### config.mk
export PLATFORM = sky130hd
export DESIGN_NAME = hook_swing_top
export DESIGN_NICKNAME = d
export VERILOG_FILES = /design/src/hook_pkg.sv /design/src/grab_detector.sv /design/src/hook_fsm.sv /design/src/hook_swing_top.sv /design/src/reach_counter.sv /design/src/swing_timer.sv /design/src/tail_position.sv
export SDC_FILE = /design/constraint.sdc
export NUM_CORES = 1
export LEC_CHECK = 0
export ABC_AREA = 1
export BUFFER_PORTS_ARGS = -buffer_cell sky130_fd_sc_hd__buf_4
export CORE_MARGIN = 1
export CORE_UTILIZATION = 45
export CTS_CLUSTER_DIAMETER = 60
export DETAILED_ROUTE_END_ITERATION = 10
export PLACE_DENSITY_LB_ADDON = 0.3
export SETUP_SLACK_MARGIN = 0.05
export SLEW_MARGIN = 20
export SYNTH_ARGS = -nofsm -noshare
export SYNTH_HDL_FRONTEND = slang
export SYNTH_SLANG_ARGS = --single-unit
### constraint.sdc
create_clock -name Clk -period 13 [get_ports Clk]
set_input_delay 0.65 -clock Clk [delete_from_list [all_inputs] [get_ports Clk]]
set_output_delay 0.65 -clock Clk [all_outputs]
set_load 0.005 [all_outputs]
### src/hook_pkg.sv
`default_nettype none

package hook_pkg;

	//////////////////////////////////////////////////////////////////////
	// types

	typedef enum logic [2:0] {
		SWING,
		AIM,
		EXTEND,
		RETRACT
	} hook_state_t;

	typedef enum logic [1:0] {
		WEIGHT_NONE,
		WEIGHT_LIGHT,
		WEIGHT_MEDIUM,
		WEIGHT_HEAVY
	} weight_t;

	typedef logic [9:0] coord_t;
	typedef logic [3:0] angle_t;
	typedef logic [9:0] reach_t;

	//////////////////////////////////////////////////////////////////////
	// screen geometry

	localparam int NUM_TARGETS = 14;
	localparam angle_t ANGLE_MAX = 4'd10;

	// string head, fixed
	localparam coord_t HEAD_X = 10'd430;
	localparam coord_t HEAD_Y = 10'd70;

	// play field
	localparam coord_t BOUND_LEFT = 10'd40;
	localparam coord_t BOUND_RIGHT = 10'd620;
	localparam coord_t BOUND_BOTTOM = 10'd460;

	// tail step per reach unit, left sweep end to right sweep end
	localparam logic signed [3:0] DIR_X [0:ANGLE_MAX] = '{
		-4'sd6, -4'sd6, -4'sd5, -4'sd4, -4'sd2, 4'sd0,
		4'sd2, 4'sd4, 4'sd5, 4'sd6, 4'sd6
	};
	localparam logic signed [3:0] DIR_Y [0:ANGLE_MAX] = '{
		4'sd0, 4'sd1, 4'sd2, 4'sd3, 4'sd4, 4'sd6,
		4'sd4, 4'sd3, 4'sd2, 4'sd1, 4'sd0
	};

	// catch class per target, sets the retract speed
	localparam weight_t TARGET_WEIGHT [0:NUM_TARGETS-1] = '{
		WEIGHT_HEAVY, WEIGHT_HEAVY, WEIGHT_MEDIUM, WEIGHT_MEDIUM,
		WEIGHT_LIGHT, WEIGHT_LIGHT, WEIGHT_HEAVY, WEIGHT_HEAVY,
		WEIGHT_LIGHT, WEIGHT_LIGHT, WEIGHT_HEAVY, WEIGHT_HEAVY,
		WEIGHT_LIGHT, WEIGHT_LIGHT
	};

endpackage

`default_nettype wire

### src/grab_detector.sv
`timescale 1ns/1ps
`default_nettype none

module grab_detector import hook_pkg::*; (
	input  logic [NUM_TARGETS-1:0] catch_hit,
	input  logic [NUM_TARGETS-1:0] target_gone,
	output logic                   grab,
	output weight_t                grab_weight
);

	logic [NUM_TARGETS-1:0]         live_hit;
	logic [$clog2(NUM_TARGETS)-1:0] grab_idx;

	// a target already taken cannot be caught again
	assign live_hit = catch_hit & ~target_gone;
	assign grab = |live_hit;

	//////////////////////////////////////////////////////////////////////
	// lowest index wins

	always_comb begin
		grab_idx = '0;
		for (int i = NUM_TARGETS - 1; i >= 0; i--) begin
			if (live_hit[i]) begin
				grab_idx = i[$clog2(NUM_TARGETS)-1:0];
			end
		end
	end

	always_comb begin
		if (grab) begin
			grab_weight = TARGET_WEIGHT[grab_idx];
		end else begin
			grab_weight = WEIGHT_NONE;
		end
	end

endmodule

`default_nettype wire

### src/hook_fsm.sv
`timescale 1ns/1ps
`default_nettype none

module hook_fsm import hook_pkg::*; (
	input  logic        Clk,
	input  logic        reset,
	input  logic        restart,
	input  logic        extend,
	input  logic        at_bound,
	input  logic        grab,
	input  logic        at_rest,
	output hook_state_t state
);

	hook_state_t next_state;

	always_ff @(posedge Clk) begin
		if (reset || restart) begin
			state <= SWING;
		end else begin
			state <= next_state;
		end
	end

	//////////////////////////////////////////////////////////////////////
	// next state

	always_comb begin
		next_state = state;
		case (state)
			SWING: begin
				// button down freezes the aim
				if (extend) begin
					next_state = AIM;
				end
			end
			AIM: begin
				// fire on release
				if (!extend) begin
					next_state = EXTEND;
				end
			end
			EXTEND: begin
				if (at_bound || grab) begin
					next_state = RETRACT;
				end
			end
			RETRACT: begin
				if (at_rest) begin
					next_state = SWING;
				end
			end
			default: begin
				next_state = SWING;
			end
		endcase
	end

	state_legal: assert property (@(posedge Clk) disable iff (reset || restart)
		state inside {SWING, AIM, EXTEND, RETRACT});

endmodule

`default_nettype wire

### src/hook_swing_top.sv
`timescale 1ns/1ps
`default_nettype none

module hook_swing_top import hook_pkg::*; #(
	parameter logic [31:0] TICK_PERIOD = 32'd8000000
) (
	input  logic                   Clk,
	input  logic                   reset,
	input  logic                   restart,
	input  logic                   extend,
	input  logic [NUM_TARGETS-1:0] catch_hit,
	input  logic [NUM_TARGETS-1:0] target_gone,
	output hook_state_t            state,
	output angle_t                 angle,
	output reach_t                 reach,
	output coord_t                 tail_x,
	output coord_t                 tail_y,
	output logic                   at_bound
);

	logic    grab;
	logic    at_rest;
	weight_t grab_weight;

	//////////////////////////////////////////////////////////////////////
	// control

	hook_fsm u_fsm (
		.Clk      (Clk),
		.reset    (reset),
		.restart  (restart),
		.extend   (extend),
		.at_bound (at_bound),
		.grab     (grab),
		.at_rest  (at_rest),
		.state    (state)
	);

	swing_timer #(.TICK_PERIOD(TICK_PERIOD)) u_swing (
		.Clk     (Clk),
		.reset   (reset),
		.restart (restart),
		.state   (state),
		.angle   (angle)
	);

	grab_detector u_grab (
		.catch_hit   (catch_hit),
		.target_gone (target_gone),
		.grab        (grab),
		.grab_weight (grab_weight)
	);

	//////////////////////////////////////////////////////////////////////
	// string length and tail

	reach_counter #(.TICK_PERIOD(TICK_PERIOD)) u_reach (
		.Clk         (Clk),
		.reset       (reset),
		.restart     (restart),
		.state       (state),
		.grab_weight (grab_weight),
		.reach       (reach),
		.at_rest     (at_rest)
	);

	tail_position u_tail (
		.Clk      (Clk),
		.reset    (reset),
		.restart  (restart),
		.angle    (angle),
		.reach    (reach),
		.tail_x   (tail_x),
		.tail_y   (tail_y),
		.at_bound (at_bound)
	);

endmodule

`default_nettype wire

### src/reach_counter.sv
`timescale 1ns/1ps
`default_nettype none

module reach_counter import hook_pkg::*; #(
	parameter logic [31:0] TICK_PERIOD = 32'd8000000
) (
	input  logic        Clk,
	input  logic        reset,
	input  logic        restart,
	input  hook_state_t state,
	input  weight_t     grab_weight,
	output reach_t      reach,
	output logic        at_rest
);

	localparam logic [31:0] FULL_STEP = TICK_PERIOD;
	localparam logic [31:0] HALF_STEP = TICK_PERIOD / 2;
	localparam logic [31:0] QUARTER_STEP = TICK_PERIOD / 4;

	logic [31:0] sub_count;
	logic [31:0] retract_limit;
	weight_t     held_weight;

	// heavier catch, slower pull
	always_comb begin
		case (held_weight)
			WEIGHT_HEAVY:  retract_limit = FULL_STEP;
			WEIGHT_MEDIUM: retract_limit = HALF_STEP;
			default:       retract_limit = QUARTER_STEP;
		endcase
	end

	assign at_rest = (reach == '0);

	//////////////////////////////////////////////////////////////////////
	// step counter

	always_ff @(posedge Clk) begin
		if (reset || restart) begin
			sub_count <= '0;
			reach <= '0;
			held_weight <= WEIGHT_NONE;
		end else begin
			case (state)
				EXTEND: begin
					held_weight <= grab_weight;
					if (sub_count >= HALF_STEP) begin
						sub_count <= '0;
						reach <= reach + 10'd1;
					end else begin
						sub_count <= sub_count + 32'd1;
					end
				end
				RETRACT: begin
					// sub_count carries over from extension and may already be past the limit
					if (sub_count >= retract_limit) begin
						sub_count <= '0;
						if (!at_rest) begin
							reach <= reach - 10'd1;
						end
					end else begin
						sub_count <= sub_count + 32'd1;
					end
				end
				default: begin
					sub_count <= '0;
					reach <= '0;
				end
			endcase
		end
	end

	no_underflow: assert property (@(posedge Clk) disable iff (reset || restart)
		(state == RETRACT) |=> (reach <= $past(reach)));

endmodule

`default_nettype wire

### src/swing_timer.sv
`timescale 1ns/1ps
`default_nettype none

module swing_timer import hook_pkg::*; #(
	parameter logic [31:0] TICK_PERIOD = 32'd8000000
) (
	input  logic        Clk,
	input  logic        reset,
	input  logic        restart,
	input  hook_state_t state,
	output angle_t      angle
);

	logic [31:0] tick_count;
	logic        tick;
	logic        sweep_up;

	// one tick every TICK_PERIOD+1 cycles
	assign tick = (tick_count == TICK_PERIOD);

	always_ff @(posedge Clk) begin
		if (reset || restart) begin
			tick_count <= '0;
		end else if (tick) begin
			tick_count <= '0;
		end else begin
			tick_count <= tick_count + 32'd1;
		end
	end

	//////////////////////////////////////////////////////////////////////
	// ping-pong sweep, turns around at both ends without a pause

	always_ff @(posedge Clk) begin
		if (reset || restart) begin
			angle <= '0;
			sweep_up <= 1'b1;
		end else if (tick && state == SWING) begin
			if (sweep_up) begin
				if (angle == ANGLE_MAX) begin
					angle <= angle - 4'd1;
					sweep_up <= 1'b0;
				end else begin
					angle <= angle + 4'd1;
				end
			end else begin
				if (angle == '0) begin
					angle <= angle + 4'd1;
					sweep_up <= 1'b1;
				end else begin
					angle <= angle - 4'd1;
				end
			end
		end
	end

	angle_in_range: assert property (@(posedge Clk) disable iff (reset || restart)
		angle <= ANGLE_MAX);

endmodule

`default_nettype wire

### src/tail_position.sv
`timescale 1ns/1ps
`default_nettype none

module tail_position import hook_pkg::*; (
	input  logic   Clk,
	input  logic   reset,
	input  logic   restart,
	input  angle_t angle,
	input  reach_t reach,
	output coord_t tail_x,
	output coord_t tail_y,
	output logic   at_bound
);

	// tail at rest for angle 0
	localparam coord_t REST_X = coord_t'(int'(HEAD_X) + int'(DIR_X[0]));
	localparam coord_t REST_Y = coord_t'(int'(HEAD_Y) + int'(DIR_Y[0]));

	logic signed [11:0] length;
	logic signed [15:0] offset_x;
	logic signed [15:0] offset_y;
	logic signed [15:0] next_x;
	logic signed [15:0] next_y;

	// string length is reach+1 direction steps
	always_comb begin
		length = $signed({2'b00, reach}) + 12'sd1;
		offset_x = length * DIR_X[angle];
		offset_y = length * DIR_Y[angle];
		next_x = $signed(16'(HEAD_X)) + offset_x;
		next_y = $signed(16'(HEAD_Y)) + offset_y;
	end

	always_ff @(posedge Clk) begin
		if (reset || restart) begin
			tail_x <= REST_X;
			tail_y <= REST_Y;
		end else begin
			tail_x <= coord_t'(next_x);
			tail_y <= coord_t'(next_y);
		end
	end

	//////////////////////////////////////////////////////////////////////
	// play field edges, no top edge since the string only goes down

	assign at_bound = (tail_x <= BOUND_LEFT) || (tail_x >= BOUND_RIGHT)
		|| (tail_y >= BOUND_BOTTOM);

endmodule

`default_nettype wire

### Word level (Yosys, flattened, before mapping)

Memories as Yosys holds them, arrays and structs flattened.
Index checks and enable logic that the tools add are counted.

| cells by class | value |
|---|---|
| $add $sub $neg | 9 |
| equality and inequality tests | 14 |
| mux-type cells | 40 |
| order comparisons | 7 |
| reduce and logical (&&, ||, !) cells | 12 |
| bitwise logic cells | 4 |
| multipliers | 2 |

Operators with widths:

| kind | count |
|---|---|
| $mux 4 | 21 |
| $add 32x1->32 const B | 2 |
| $mux 32 | 2 |
| $pmux 32 s2 | 1 |
| $pmux 23 s2 | 1 |
| $eq 32x23->1 const B | 1 |
| $ge 32x22->1 const B | 1 |
| $ge 32x23->1 | 1 |
| $mux 10 | 3 |
| $mul 12x4->10 | 2 |
| $pmux 10 s2 | 1 |
| $and 14x14->14 | 1 |
| $not 14->14 | 1 |
| $reduce_or 14->1 | 1 |
| $mux 3 | 4 |
| $pmux 3 s4 | 1 |
| $add 10x1->11 const B | 1 |
| $add 10x1->10 const B | 1 |
| $add 10x10->10 const A | 1 |
| $add 8x10->10 const A | 1 |
| $ge 10x10->1 const B | 1 |
| $ge 10x9->1 const B | 1 |
| $ge 5x5->1 const B | 2 |
| $le 10x6->1 const B | 1 |
| other kinds (20) | 35 |

| word-level totals | value |
|---|---|
| memory bits (read-only) | 160 |
| output and inout port bits | 38 |
| word-level logic and storage cells | 100 |
| memories kept | 3 |
| input port bits | 32 |
| bits in registers | 104 |

Memories:

| memory | depth | width | rd ports | clocked after memory_dff | write ports | RTL line | text |
|---|---|---|---|---|---|---|---|
| (no name shown) | 16 | 4 | 1 | 0 | 0 | tail_position.sv:29 | `offset_y = length * DIR_Y[angle];` |
| (no name shown) | 16 | 4 | 1 | 0 | 0 | tail_position.sv:28 | `offset_x = length * DIR_X[angle];` |
| (no name shown) | 16 | 2 | 1 | 0 | 0 | grab_detector.sv:32 | `grab_weight = TARGET_WEIGHT[grab_idx];` |

### Logic depth before layout (Yosys ltp)

Gate-level depths: netlist of the first run.

| logic depth | value |
|---|---|
| depth after elaboration | 21 |
| depth in mapped cells | 28 |
| gate-level depth less buffers | 28 |

### By module

From an unflattened synthesis of the first run, not the netlist that was laid out.

| second synthesis, totals | value |
|---|---|
| cell total of the unflattened synthesis | 1302 |
| area, all modules | 8655.8 um^2 |

Modules (own cells, without submodules):

| module | times used | cells each | sequential area each (um^2) | area each (um^2) |
|---|---|---|---|---|
| reach_counter | 1 | 440 | 880.8 | 3039.2 |
| tail_position | 1 | 380 | 400.4 | 2751.4 |
| swing_timer | 1 | 390 | 740.7 | 2332.2 |
| grab_detector | 1 | 59 | 0.0 | 306.5 |
| hook_fsm | 1 | 33 | 40.0 | 226.5 |

### Worst setup path after synthesis of the first run

OpenSTA, ideal clock, no wires.

| path | value |
|---|---|
| kind | register to register |
| start | reg u_swing.angle[0] |
| end | reg u_tail.tail_x[9] |
| setup slack | 8.840 ns |
| library setup time | 0.115 ns |
| clock period less this slack | 4.160 ns |
| arrival time | 4.045 ns |
| path buffers | 0 |
| stages on the path, launching flop included | 27 |
| data required time | 12.885 ns |
| cell sequence | dfxtp_1 -> inv_1 -> ha_1 -> nor2_1 -> nand2_1 -> nand3_1 -> nand2_1 -> inv_1 -> nor2_1 -> fa_1 -> inv_1 -> fa_1 -> fa_1 -> inv_1 -> ha_1 -> inv_1 -> fa_1 -> inv_1 -> nand2_1 -> nand3_1 -> nand3_1 -> nand2_1 -> nand2_1 -> nand2_1 -> nand2_1 -> a21oi_1 -> nor2_1 |

| on the way | value |
|---|---|
| word-level cells in the longest chain between the ends | 6 |

Ends and longest elaborated chain:

| item | RTL line | text |
|---|---|---|
| start: declaration | swing_timer.sv:11 | `output angle_t angle` |
| start signal: assignment | swing_timer.sv:41 | `angle <= angle - 4'd1;` |
| start signal: assignment | swing_timer.sv:44 | `angle <= angle + 4'd1;` |
| start signal: assignment | swing_timer.sv:48 | `angle <= angle + 4'd1;` |
| $not 4->5 (not written as such) | tail_position.sv:28 |  |
| $mem_v2 16x4 | -- |  |
| $mux 4 (not written as such) (2 in series) | tail_position.sv:28 |  |
| $mul 12x4->10 | tail_position.sv:28 |  |
| $add 10x10->10 | tail_position.sv:30 | `next_x = $signed(16'(HEAD_X)) + offset_x;` |
| end signal: assignment | tail_position.sv:39 | `tail_x <= coord_t'(next_x);` |
| end: declaration | tail_position.sv:10 | `output coord_t tail_x,` |

No other way between the ends. The select of a mux whose other input is x is not followed.
A chain may end at the register's enable or synchronous reset.

### Final worst setup path of the first run

| path | value |
|---|---|
| start | reg u_reach.reach[0] |
| end | reg u_tail.tail_x[9] |

| on the way | value |
|---|---|
| word-level cells in the longest chain between the ends | 3 |

Ends and longest elaborated chain:

| item | RTL line | text |
|---|---|---|
| start: declaration | reach_counter.sv:12 | `output reach_t reach,` |
| start signal: assignment | reach_counter.sv:49 | `reach <= reach + 10'd1;` |
| start signal: assignment | reach_counter.sv:59 | `reach <= reach - 10'd1;` |
| $add 10x1->11 | tail_position.sv:27 | `length = $signed({2'b00, reach}) + 12'sd1;` |
| $mul 12x4->10 | tail_position.sv:28 |  |
| $add 10x10->10 | tail_position.sv:30 |  |

No other way between the ends.

==> impl_metrics.py, run 1 <==
metrics = {
    "die": {
        "die_h_um": 136,
        "die_width_um": 136,
        "start_util_pct": 46.5,
        "io_pins": 70,
        "rows": 48,
        "die_area_um2": 18600,
        "core_um2": 17500,
    },
    "clock_network": {
        "post_cts.repair.setup_buffers": 0,
        "cts_sinks": 103,
        "clock_latency_ns": 0.36,
        "htree_num_levels": 3,
        "numCtsBuffers": 9,
        "cts.path.max_buffers": 2,
        "cts_resized": 0,
        "clkTransAtPathRegs_ns": 0.08,
        "clock-root-buffer": "clkbuf_16",
        "cts_hold_buf": 0,
        "cts_tree": "built",
    },
    "sta": {
        "setup_ws_ns": 8.32,
        "fin_skew_ns": 0.0113,
        "slew_viol_final": 0,
        "max_slew.worst_pin.slew_ns": 0.690,
        "finalCritPeriodShare_pct": 36.0,
        "relSlewSlack_pct": 53.7,
        "finalSetupTns_ns": 0,
        "setup_viol": 0,
        "fmax_mhz": 214,
        "whs_ns": 0.458,
        "layout_min_cycle_time_ns": 4.68,
        "hold_viol": 0,
        "grt_setup_unrepaired": "false",
    },
    "grt": {
        "grt_pass1_wl_um": 32000,
        "grt_overflow": 0,
        "grt_pass1_vias": 6712,
        "grt_max_degree": 31,
        "antenna_found_initial": 0,
        "grt_usage_pct": 21.6,
    },
    "critical_path": {
        "arrival_ns": 4.93,
        "worstReg2RegEnd": "u_tail.tail_x[9]",
        "worstSetupPathType": "reg -> reg",
        "cp.required_ns": 13.25,
        "end_kind": "register",
        "path_max_fanout": 12,
        "reg2reg_slack_ns": 8.32,
        "rr_startpoint": "u_reach.reach[0]",
        "rr_worst_depth": 23,
        "start_kind": "register",
    },
    "cells_and_area": {
        "nets": 1392,
        "drive_above_1_share_pct": 12.6,
        "layout_commonest_cell": "nand2_1",
        "most-common-layout-cells": "nand2_1, inv_1, nor2_1",
        "final-seq-area_um2": 2060,
        "finish.utilization_pct": 52.2,
        "diodes": 0,
        "n_fill_cell": 1755,
        "multi_input_area_um2": 5260,
        "area_growth_pct": 12.4,
    },
    "job": {
        "cap_violations": 0,
    },
    "yosys": {
        "synth_area_um2": 8120,
        "synth-seq-cells": 103,
        "ys.flop_type": "dfxtp_1",
        "synthCells": 1187,
        "synth_cell_type_count": 49,
        "synthTopCellsByArea": "dfxtp_1, nand2_1, ha_1",
        "yosysSeqAreaShare_pct": 25.4,
        "synth_warnings": 0,
        "yosys.area.top_type": "dfxtp_1",
        "synth_edf_count": 0,
        "synthArstFlopShare_pct": 0,
        "synth.top_cell.area_share_pct": 25.4,
        "syn_area_per_cell_um2": 6.84,
    },
    "place": {
        "portBuffers": 68,
        "dp_slack_ns": 8.43,
        "dp_hpwl_um": 15100,
        "routabilityCongestion": 0.980,
    },
    "hold_path": {
        "hold_start": "u_swing.tick_count[0]",
        "worstHoldEndpoint": "u_swing.tick_count[0]",
        "hold_depth": 1,
        "hp-class": "reg -> reg",
    },
    "power": {
        "ir_drop_mv": 0.0757,
        "cellPowerDensity_nw_per_um2": 69.3,
        "power.leakage_nw": 4.04,
    },
    "route": {
        "wl_per_cell_um": 12.8,
        "first_pass_iters": 5,
        "viasPerCell": 5.01,
        "drtIter0Drc": 495,
        "ant_nets": 0,
        "drcViolationCount": 0,
        "vias": 7458,
        "wl_um": 19100,
    },
    "status": {
        "status": "finished, final reports clean",
    },
}
-- worst max-delay path: stages (launching register included) --
cell,delay (ns)
dfxtp_1,0.67
ha_1,0.29
nor2_1,0.05
nor2_1,0.25
inv_1,0.18
nor2_1,0.17
fa_1,0.43
inv_1,0.08
fa_1,0.43
fa_1,0.49
inv_1,0.08
ha_1,0.18
inv_1,0.06
fa_1,0.39
inv_1,0.09
nand2_1,0.06
nand3_1,0.09
nand3_1,0.10
nand2_1,0.09
nand2_1,0.07
nand2_1,0.06
nand2_1,0.06
a21oi_1,0.14
nor2_1,0.06
-- metal layers --
| metal | vias up | track usage [%] | part of all wire [%] |
|---|---|---|---|
| met5 | - | 0 | 0 |
| met4 | 0 | 6.30 | 1.9 |
| met3 | 24 | 3.69 | 4.9 |
| met2 | 162 | 33.6 | 44 |
| met1 | 3346 | 30.4 | 50 |
| li1 | 3926 | - | - |
-- how the worst max path moves through the flow --
| stage | depth (start not counted) | to | from |
|---|---|---|---|
| finish | 23 | u_tail.tail_x[9] | u_reach.reach[0] |
| global route | 23 | u_tail.tail_x[9] | u_reach.reach[0] |
| CTS | 23 | u_tail.tail_x[9] | u_reach.reach[0] |
| detailed placement | 22 | u_tail.tail_x[9] | u_reach.reach[0] |
| global placement | 26 | u_tail.tail_x[9] | u_swing.angle[1] |
| floorplan | 26 | u_tail.tail_x[9] | u_swing.angle[0] |
-- metrics by stage --
stage / cell area [um^2] / total power, mW / instances
floorplan: 8150 / 0.354 / 1195
global placement: 8840 / 0.370 / 1474
detailed placement: 8840 / 0.370 / 1474
CTS: 9130 / 0.641 / 1490
global route: 9130 / 0.656 / 1490
finish: 9130 / 0.633 / 1490
-- layout make-up --
class,count,area share [%]
multi-input combinational,888,57.7
sequential,103,22.6
inverter,188,7.73
timing repair buffer,70,5.76
tap,225,3.08
clock buffer,11,2.77
clock inverter,5,0.411
-- registers in the layout (all words and copies together) (netlist names) --
signal	cells
u_reach.sub_count	32
u_fsm.state	2
u_swing.angle	4
u_reach.reach	10
u_reach.held_weight	2
u_swing.sweep_up	1
u_swing.tick_count	32
u_tail.tail_x	10
u_tail.tail_y	10
-- report_power, final --
group | internal [mW] | switching, mW
clock network | 0.142 | 0.128
logic | 0.0185 | 0.0241
registers | 0.318 | 0.00231
total | 0.478 | 0.154
-- cells by family after synthesis --
family | Yosys count | share of synthesized area (%)
xor gates and xnor gates | 31 | 3.34
and+or+nand+nor | 628 | 35.3
DFF | 103 | 25.4
adders and majority gates | 100 | 17.7
muxes | 1 | 0.123
buffers and inverters | 204 | 10.2
other | 1 | 0.0462
AOI/OAI and AO/OA | 119 | 7.86
-- synthesized netlist by cell type, drive strengths merged, types with 7 or more instances --
cell,number
nor2,165
nand3,68
inv,187
dfxtp,103
xor2,24
fa,25
xnor2,7
or2,11
ha,75
buf,13
nor3,40
a21oi,66
nand2,291
o21ai,37
nand4,32
nor4,9
Note: power is estimated with default switching activity, not from simulation.
==> inputs of run 2 (changes only) <==
Clock period 13 ns to 4.2 ns, I/O delays scaled along.
==> run 2 against run 1 <==
Compared with the run above:
- non-clock buffer count is 30 higher
- first-iteration DRC count shrank 8.1%
- wire length rose by 1.5%
- clock power grew to 3.0 times the previous value
- sequential power grew to 3.1 times the previous value
- register-to-register slack worse by 8.2 ns
- combinational power increased to 3.2 times the previous value
- power grew to 3.1 times the previous value
- die area unchanged
- via count grew 2.6%
- sequential cell count did not move
- worst setup slack worse by 8.2 ns
- largest power group unchanged
==> impl_metrics.py, run 2 (synthesis gave the netlist of run 1 again) <==
metrics = {
    "die": {
        "io_pins": 70,
        "rows": 48,
        "start_util_pct": 46.5,
        "die_width_um": 136,
        "core_um2": 17500,
        "die_area_um2": 18600,
        "die_h_um": 136,
    },
    "grt": {
        "grt_pass1_vias": 7187,
        "grt_overflow": 0,
        "grt_pass1_wl_um": 32800,
        "antenna_found_initial": 0,
        "grt_max_degree": 25,
        "grt_usage_pct": 22.0,
    },
    "sta": {
        "fin_skew_ns": 0.00909,
        "setup_viol": 0,
        "fmax_mhz": 246,
        "finalCritPeriodShare_pct": 96.7,
        "relSlewSlack_pct": 52.1,
        "hold_viol": 0,
        "max_slew.worst_pin.slew_ns": 0.713,
        "slew_viol_final": 0,
        "grt_setup_unrepaired": "true",
        "layout_min_cycle_time_ns": 4.06,
    },
    "job": {
        "cap_violations": 0,
    },
    "power": {
        "switching_power_uw": 465,
        "power.leakage_nw": 4.21,
        "p_comb_share_pct": 7.0,
        "internal_power_mw": 1.48,
        "ir_drop_mv": 0.201,
        "p_sw_share_pct": 23.8,
        "cellPowerDensity_nw_per_um2": 204,
        "seq_power_share_pct": 50.8,
        "power_frac_clock_pct": 42.1,
    },
    "route": {
        "wl_per_cell_um": 12.7,
        "wl_um": 19400,
        "drcViolationCount": 0,
        "viasPerCell": 5.03,
        "vias": 7653,
        "drtIter0Drc": 455,
        "first_pass_iters": 6,
        "ant_nets": 0,
    },
    "clock_network": {
        "clkTransAtPathRegs_ns": 0.07,
        "clock_latency_ns": 0.35,
        "cts_hold_buf": 0,
        "cts.path.max_buffers": 2,
        "clock-root-buffer": "clkbuf_16",
        "htree_num_levels": 3,
        "numCtsBuffers": 9,
        "cts_sinks": 103,
        "cts_tree": "built",
    },
    "critical_path": {
        "path_max_fanout": 6,
        "arrival_ns": 4.31,
        "worstSetupPathType": "reg -> reg",
        "cp.required_ns": 4.45,
        "end_kind": "register",
        "reg2reg_slack_ns": 0.14,
        "start_kind": "register",
    },
    "place": {
        "dp_hpwl_um": 15300,
        "dpl-instance-area_um2": 9000,
        "routabilityCongestion": 0.925,
        "portBuffers": 68,
    },
    "cells_and_area": {
        "diodes": 0,
        "area_growth_pct": 17.7,
        "finish.utilization_pct": 54.7,
        "drive_above_1_share_pct": 18.7,
        "stdcell_area_um2": 9560,
        "nets": 1422,
        "largestRegisters": "u_reach.sub_count (32), u_swing.tick_count (32)",
        "layout_commonest_cell": "nand2_1",
        "n_fill_cell": 1683,
        "most-common-layout-cells": "nand2_1, inv_1, nor2_1",
    },
    "status": {
        "status": "finished, final reports clean",
    },
    "hold_path": {
        "hp-class": "in -> reg",
    },
}
==> run 2: metal layers <==
metal  share of wire, %  GRT usage, %
met5                  0             0
met4                2.7          7.53
met3                5.7          3.84
met2                 44          35.9
met1                 47          29.1
==> run 2: final timing paths <==
kind                               from               endpoint  cells after the start
setup / recovery       u_swing.angle[0]       u_tail.tail_x[9]                     22
hold / removal                    reset       u_tail.tail_y[6]                      3
setup reg to reg       u_swing.angle[0]       u_tail.tail_x[9]                     22
hold reg to reg   u_swing.tick_count[0]  u_swing.tick_count[0]                      1
==> run 2: cell type report <==
type | count | area [um^2] | share of cell area (%)
clock buffer | 13 | 260 | 2.72
clock inverter | 3 | 25.0 | 0.262
inverter | 188 | 713 | 7.46
multi-input combinational | 888 | 5450 | 57.0
sequential | 103 | 2080 | 21.7
tap | 225 | 282 | 2.95
timing repair buffer | 100 | 751 | 7.85
==> run 2: power by group through the flow <==
stage / clock network (mW) / logic [mW] / registers (mW)
4_1_cts: 0.841 / 0.135 / 0.991
3_5_place_dp: 0 / 0.134 / 1.01
6_report: 0.821 / 0.137 / 0.990
5_1_grt: 0.876 / 0.157 / 0.991
2_1_floorplan: 0 / 0.0832 / 1.01
3_3_place_gp: 0 / 0.132 / 1.01
==> run 2: critical path: stages, from the launching register on <==
cell	delay, ns
dfxtp_4	0.36
ha_1	0.22
nand2_1	0.14
nand3_2	0.10
nand2_2	0.11
buf_4	0.14
nand2_2	0.05
fa_1	0.56
inv_1	0.06
fa_1	0.52
fa_1	0.46
ha_4	0.32
nand2_1	0.05
nor2_1	0.13
nand2_2	0.07
nand3_2	0.09
nand3_2	0.11
nand2_2	0.08
nand2_2	0.07
nand2_2	0.06
nand2_2	0.06
a21oi_2	0.15
nor2_2	0.04
==> run 2: through the flow <==
stage | hold WS (ns) | total power [mW] | cells | setup TNS, ns | setup WS (ns)
after CTS | 0.167 | 1.97 | 1512 | 0 | 0.0758
after floorplan | 0.417 | 1.10 | 1195 | 0 | 0.0645
final | 0.162 | 1.95 | 1520 | 0 | 0.140
after global placement | 0.430 | 1.15 | 1496 | 0 | 0.0612
after global routing | 0.174 | 2.02 | 1520 | -0.0386 | -0.0386
after detailed placement | 0.442 | 1.15 | 1496 | -0.0385 | -0.0385
==> run 2: timing repair <==
action | in CTS | in global routing
endpoints found under the setup margin | 1 | 2
gates resized for setup | 6 | 59
pin swaps | 0 | 25
cloned | 0 | 0
buffers inserted | 0 | 8
==> inputs of run 3 (changes only) <==
Settings changed: REMOVE_ABC_BUFFERS set to 1.
==> run 3 against run 2 <==
Compared with the run above:
- cell count is essentially flat
- register-to-register slack lost 0.095 ns
- power grew 1.9%
- sequential power is essentially flat
- final area shrank 0.59%
- clock skew grew 0.0012 ns
- maximum frequency shrank 2.3%
- non-clock buffer count grew 1
- critical endpoint unchanged
- largest cell class unchanged
- largest power group unchanged
==> impl_metrics.py, run 3 (synthesis gave the netlist of run 1 again) <==
metrics = {
    "sta": {
        "fmax_mhz": 241,
        "grt_setup_unrepaired": "true",
        "fin_skew_ns": 0.0103,
        "finalSetupTns_ns": 0,
        "relSlewSlack_pct": 56.2,
        "finalCritPeriodShare_pct": 98.9,
        "setup_viol": 0,
        "hold_viol": 0,
        "slew_viol_final": 0,
        "max_slew.worst_pin.slew_ns": 0.656,
        "setup_ws_ns": 0.0450,
        "layout_min_cycle_time_ns": 4.15,
    },
    "cells_and_area": {
        "drive_above_1_share_pct": 17.7,
        "layout_commonest_cell": "nand2_1",
        "finish.utilization_pct": 54.4,
        "diodes": 0,
        "most-common-layout-cells": "nand2_1, inv_1, nor2_1",
        "largestRegisters": "u_reach.sub_count (32), u_swing.tick_count (32)",
        "final_cells": 1521,
        "area_growth_pct": 17.0,
        "nets": 1423,
    },
    "hold_path": {
        "hp-class": "in -> reg",
        "hold_start": "extend",
        "hold_depth": 6,
        "worstHoldEndpoint": "u_fsm.state[1]",
    },
    "grt": {
        "grt_pass1_vias": 7007,
        "grt_max_degree": 31,
        "grt_usage_pct": 21.8,
        "grt_overflow": 0,
        "antenna_found_initial": 0,
        "grt_pass1_wl_um": 32300,
    },
    "critical_path": {
        "reg2reg_slack_ns": 0.05,
        "cp_slowest_stage_delay_ns": 0.54,
        "start_kind": "register",
        "worstSetupPathType": "reg -> reg",
        "critPathTopFamily": "adder cells",
        "cp.buffers_inverters": 7,
        "rr_startpoint": "u_swing.angle[1]",
        "arrival_ns": 4.42,
        "worstReg2RegEnd": "u_tail.tail_x[9]",
        "end_kind": "register",
        "cp.required_ns": 4.46,
        "path_max_fanout": 5,
        "rr_worst_depth": 26,
        "cpMaxStageDelayCell": "fa_1",
        "crit_top_cell": "inv_2",
    },
    "route": {
        "wl_per_cell_um": 12.9,
        "vias": 7657,
        "first_pass_iters": 6,
        "drcViolationCount": 0,
        "viasPerCell": 5.03,
        "ant_nets": 0,
        "drtIter0Drc": 563,
        "wl_um": 19700,
    },
    "job": {
        "cap_violations": 0,
    },
    "place": {
        "place_inst": 1499,
        "dp_slack_ns": -0.0444,
        "routabilityCongestion": 0.936,
        "dp_hpwl_um": 15300,
        "portBuffers": 68,
    },
    "power": {
        "power.leakage_nw": 4.21,
        "cellPowerDensity_nw_per_um2": 209,
        "ir_drop_mv": 0.247,
        "total_power_mw": 1.99,
    },
    "die": {
        "die_width_um": 136,
        "start_util_pct": 46.5,
        "die_area_um2": 18600,
        "io_pins": 70,
        "core_um2": 17500,
        "rows": 48,
        "die_h_um": 136,
    },
    "clock_network": {
        "numCtsBuffers": 9,
        "htree_num_levels": 3,
        "cts_tree": "built",
        "clock-root-buffer": "clkbuf_16",
        "cts_hold_buf": 0,
        "cts.path.max_buffers": 2,
        "clkTransAtPathRegs_ns": 0.08,
        "clock_latency_ns": 0.37,
        "cts_sinks": 103,
    },
    "status": {
        "status": "finished, final reports clean",
    },
}
==> run 3: worst max-delay path by stage <==
stage	from	end	slack, ns	cells past startpoint
floorplan	u_swing.angle[0]	u_tail.tail_x[9]	0.03	26
global placement	u_swing.angle[1]	u_tail.tail_x[9]	0.07	24
detailed placement	u_swing.angle[1]	u_tail.tail_x[9]	-0.04	26
CTS	u_swing.angle[0]	u_tail.tail_x[9]	0.06	26
global route	u_swing.angle[1]	u_tail.tail_x[9]	-0.15	27
finish	u_swing.angle[1]	u_tail.tail_x[9]	0.05	26
==> run 3: layout make-up <==
type	count	area, um^2
Fill cell	1648	7970
Clock buffer	9	225
Multi-Input combinational cell	888	5380
Tap cell	225	282
Inverter	188	711
Clock inverter	7	73.8
Timing Repair Buffer	101	762
Sequential cell	103	2070
==> run 3: through the flow <==
stage | cell area [um^2] | hold slack (ns)
6_report | 9500 | 0.340
5_1_grt | 9500 | 0.370
4_1_cts | 9340 | 0.326
3_5_place_dp | 9030 | 0.441
3_3_place_gp | 9030 | 0.435
2_1_floorplan | 8030 | 0.417
==> run 3: worst reg2reg max path: stages, from the launching register on <==
cell     delay [ns]
dfxtp_4        0.41
inv_4          0.06
ha_4           0.16
nor2_2         0.11
nand2_1        0.06
nand3_1        0.09
nand2_1        0.08
inv_2          0.07
nor2_2         0.04
fa_1           0.50
inv_2          0.04
fa_1           0.54
fa_1           0.41
inv_1          0.07
ha_2           0.18
inv_2          0.04
fa_2           0.39
inv_2          0.08
nand2_2        0.06
nand3_2        0.09
inv_2          0.04
nand2_2        0.07
nand2_2        0.06
nand2_2        0.09
nand3_2        0.10
a21oi_2        0.17
nor2_2         0.05
==> run 3: what timing repair did <==
item	CTS	global route
resized for setup	4	44
setup endpoints to repair	2	2
pin swaps	0	19
buffers inserted	0	6
==> run 3: per-layer routing <==
layer | global-route usage [%] | wire length [um]
met1 | 28.7 | 9130
met2 | 36.1 | 9080
met3 | 4.62 | 1060
met4 | 5.49 | 398
met5 | 0 | 0
==> run 3: power breakdown <==
group          internal [mW]  switching, mW
sequential             0.984        0.00577
combinational         0.0598         0.0769
clock                  0.423          0.436
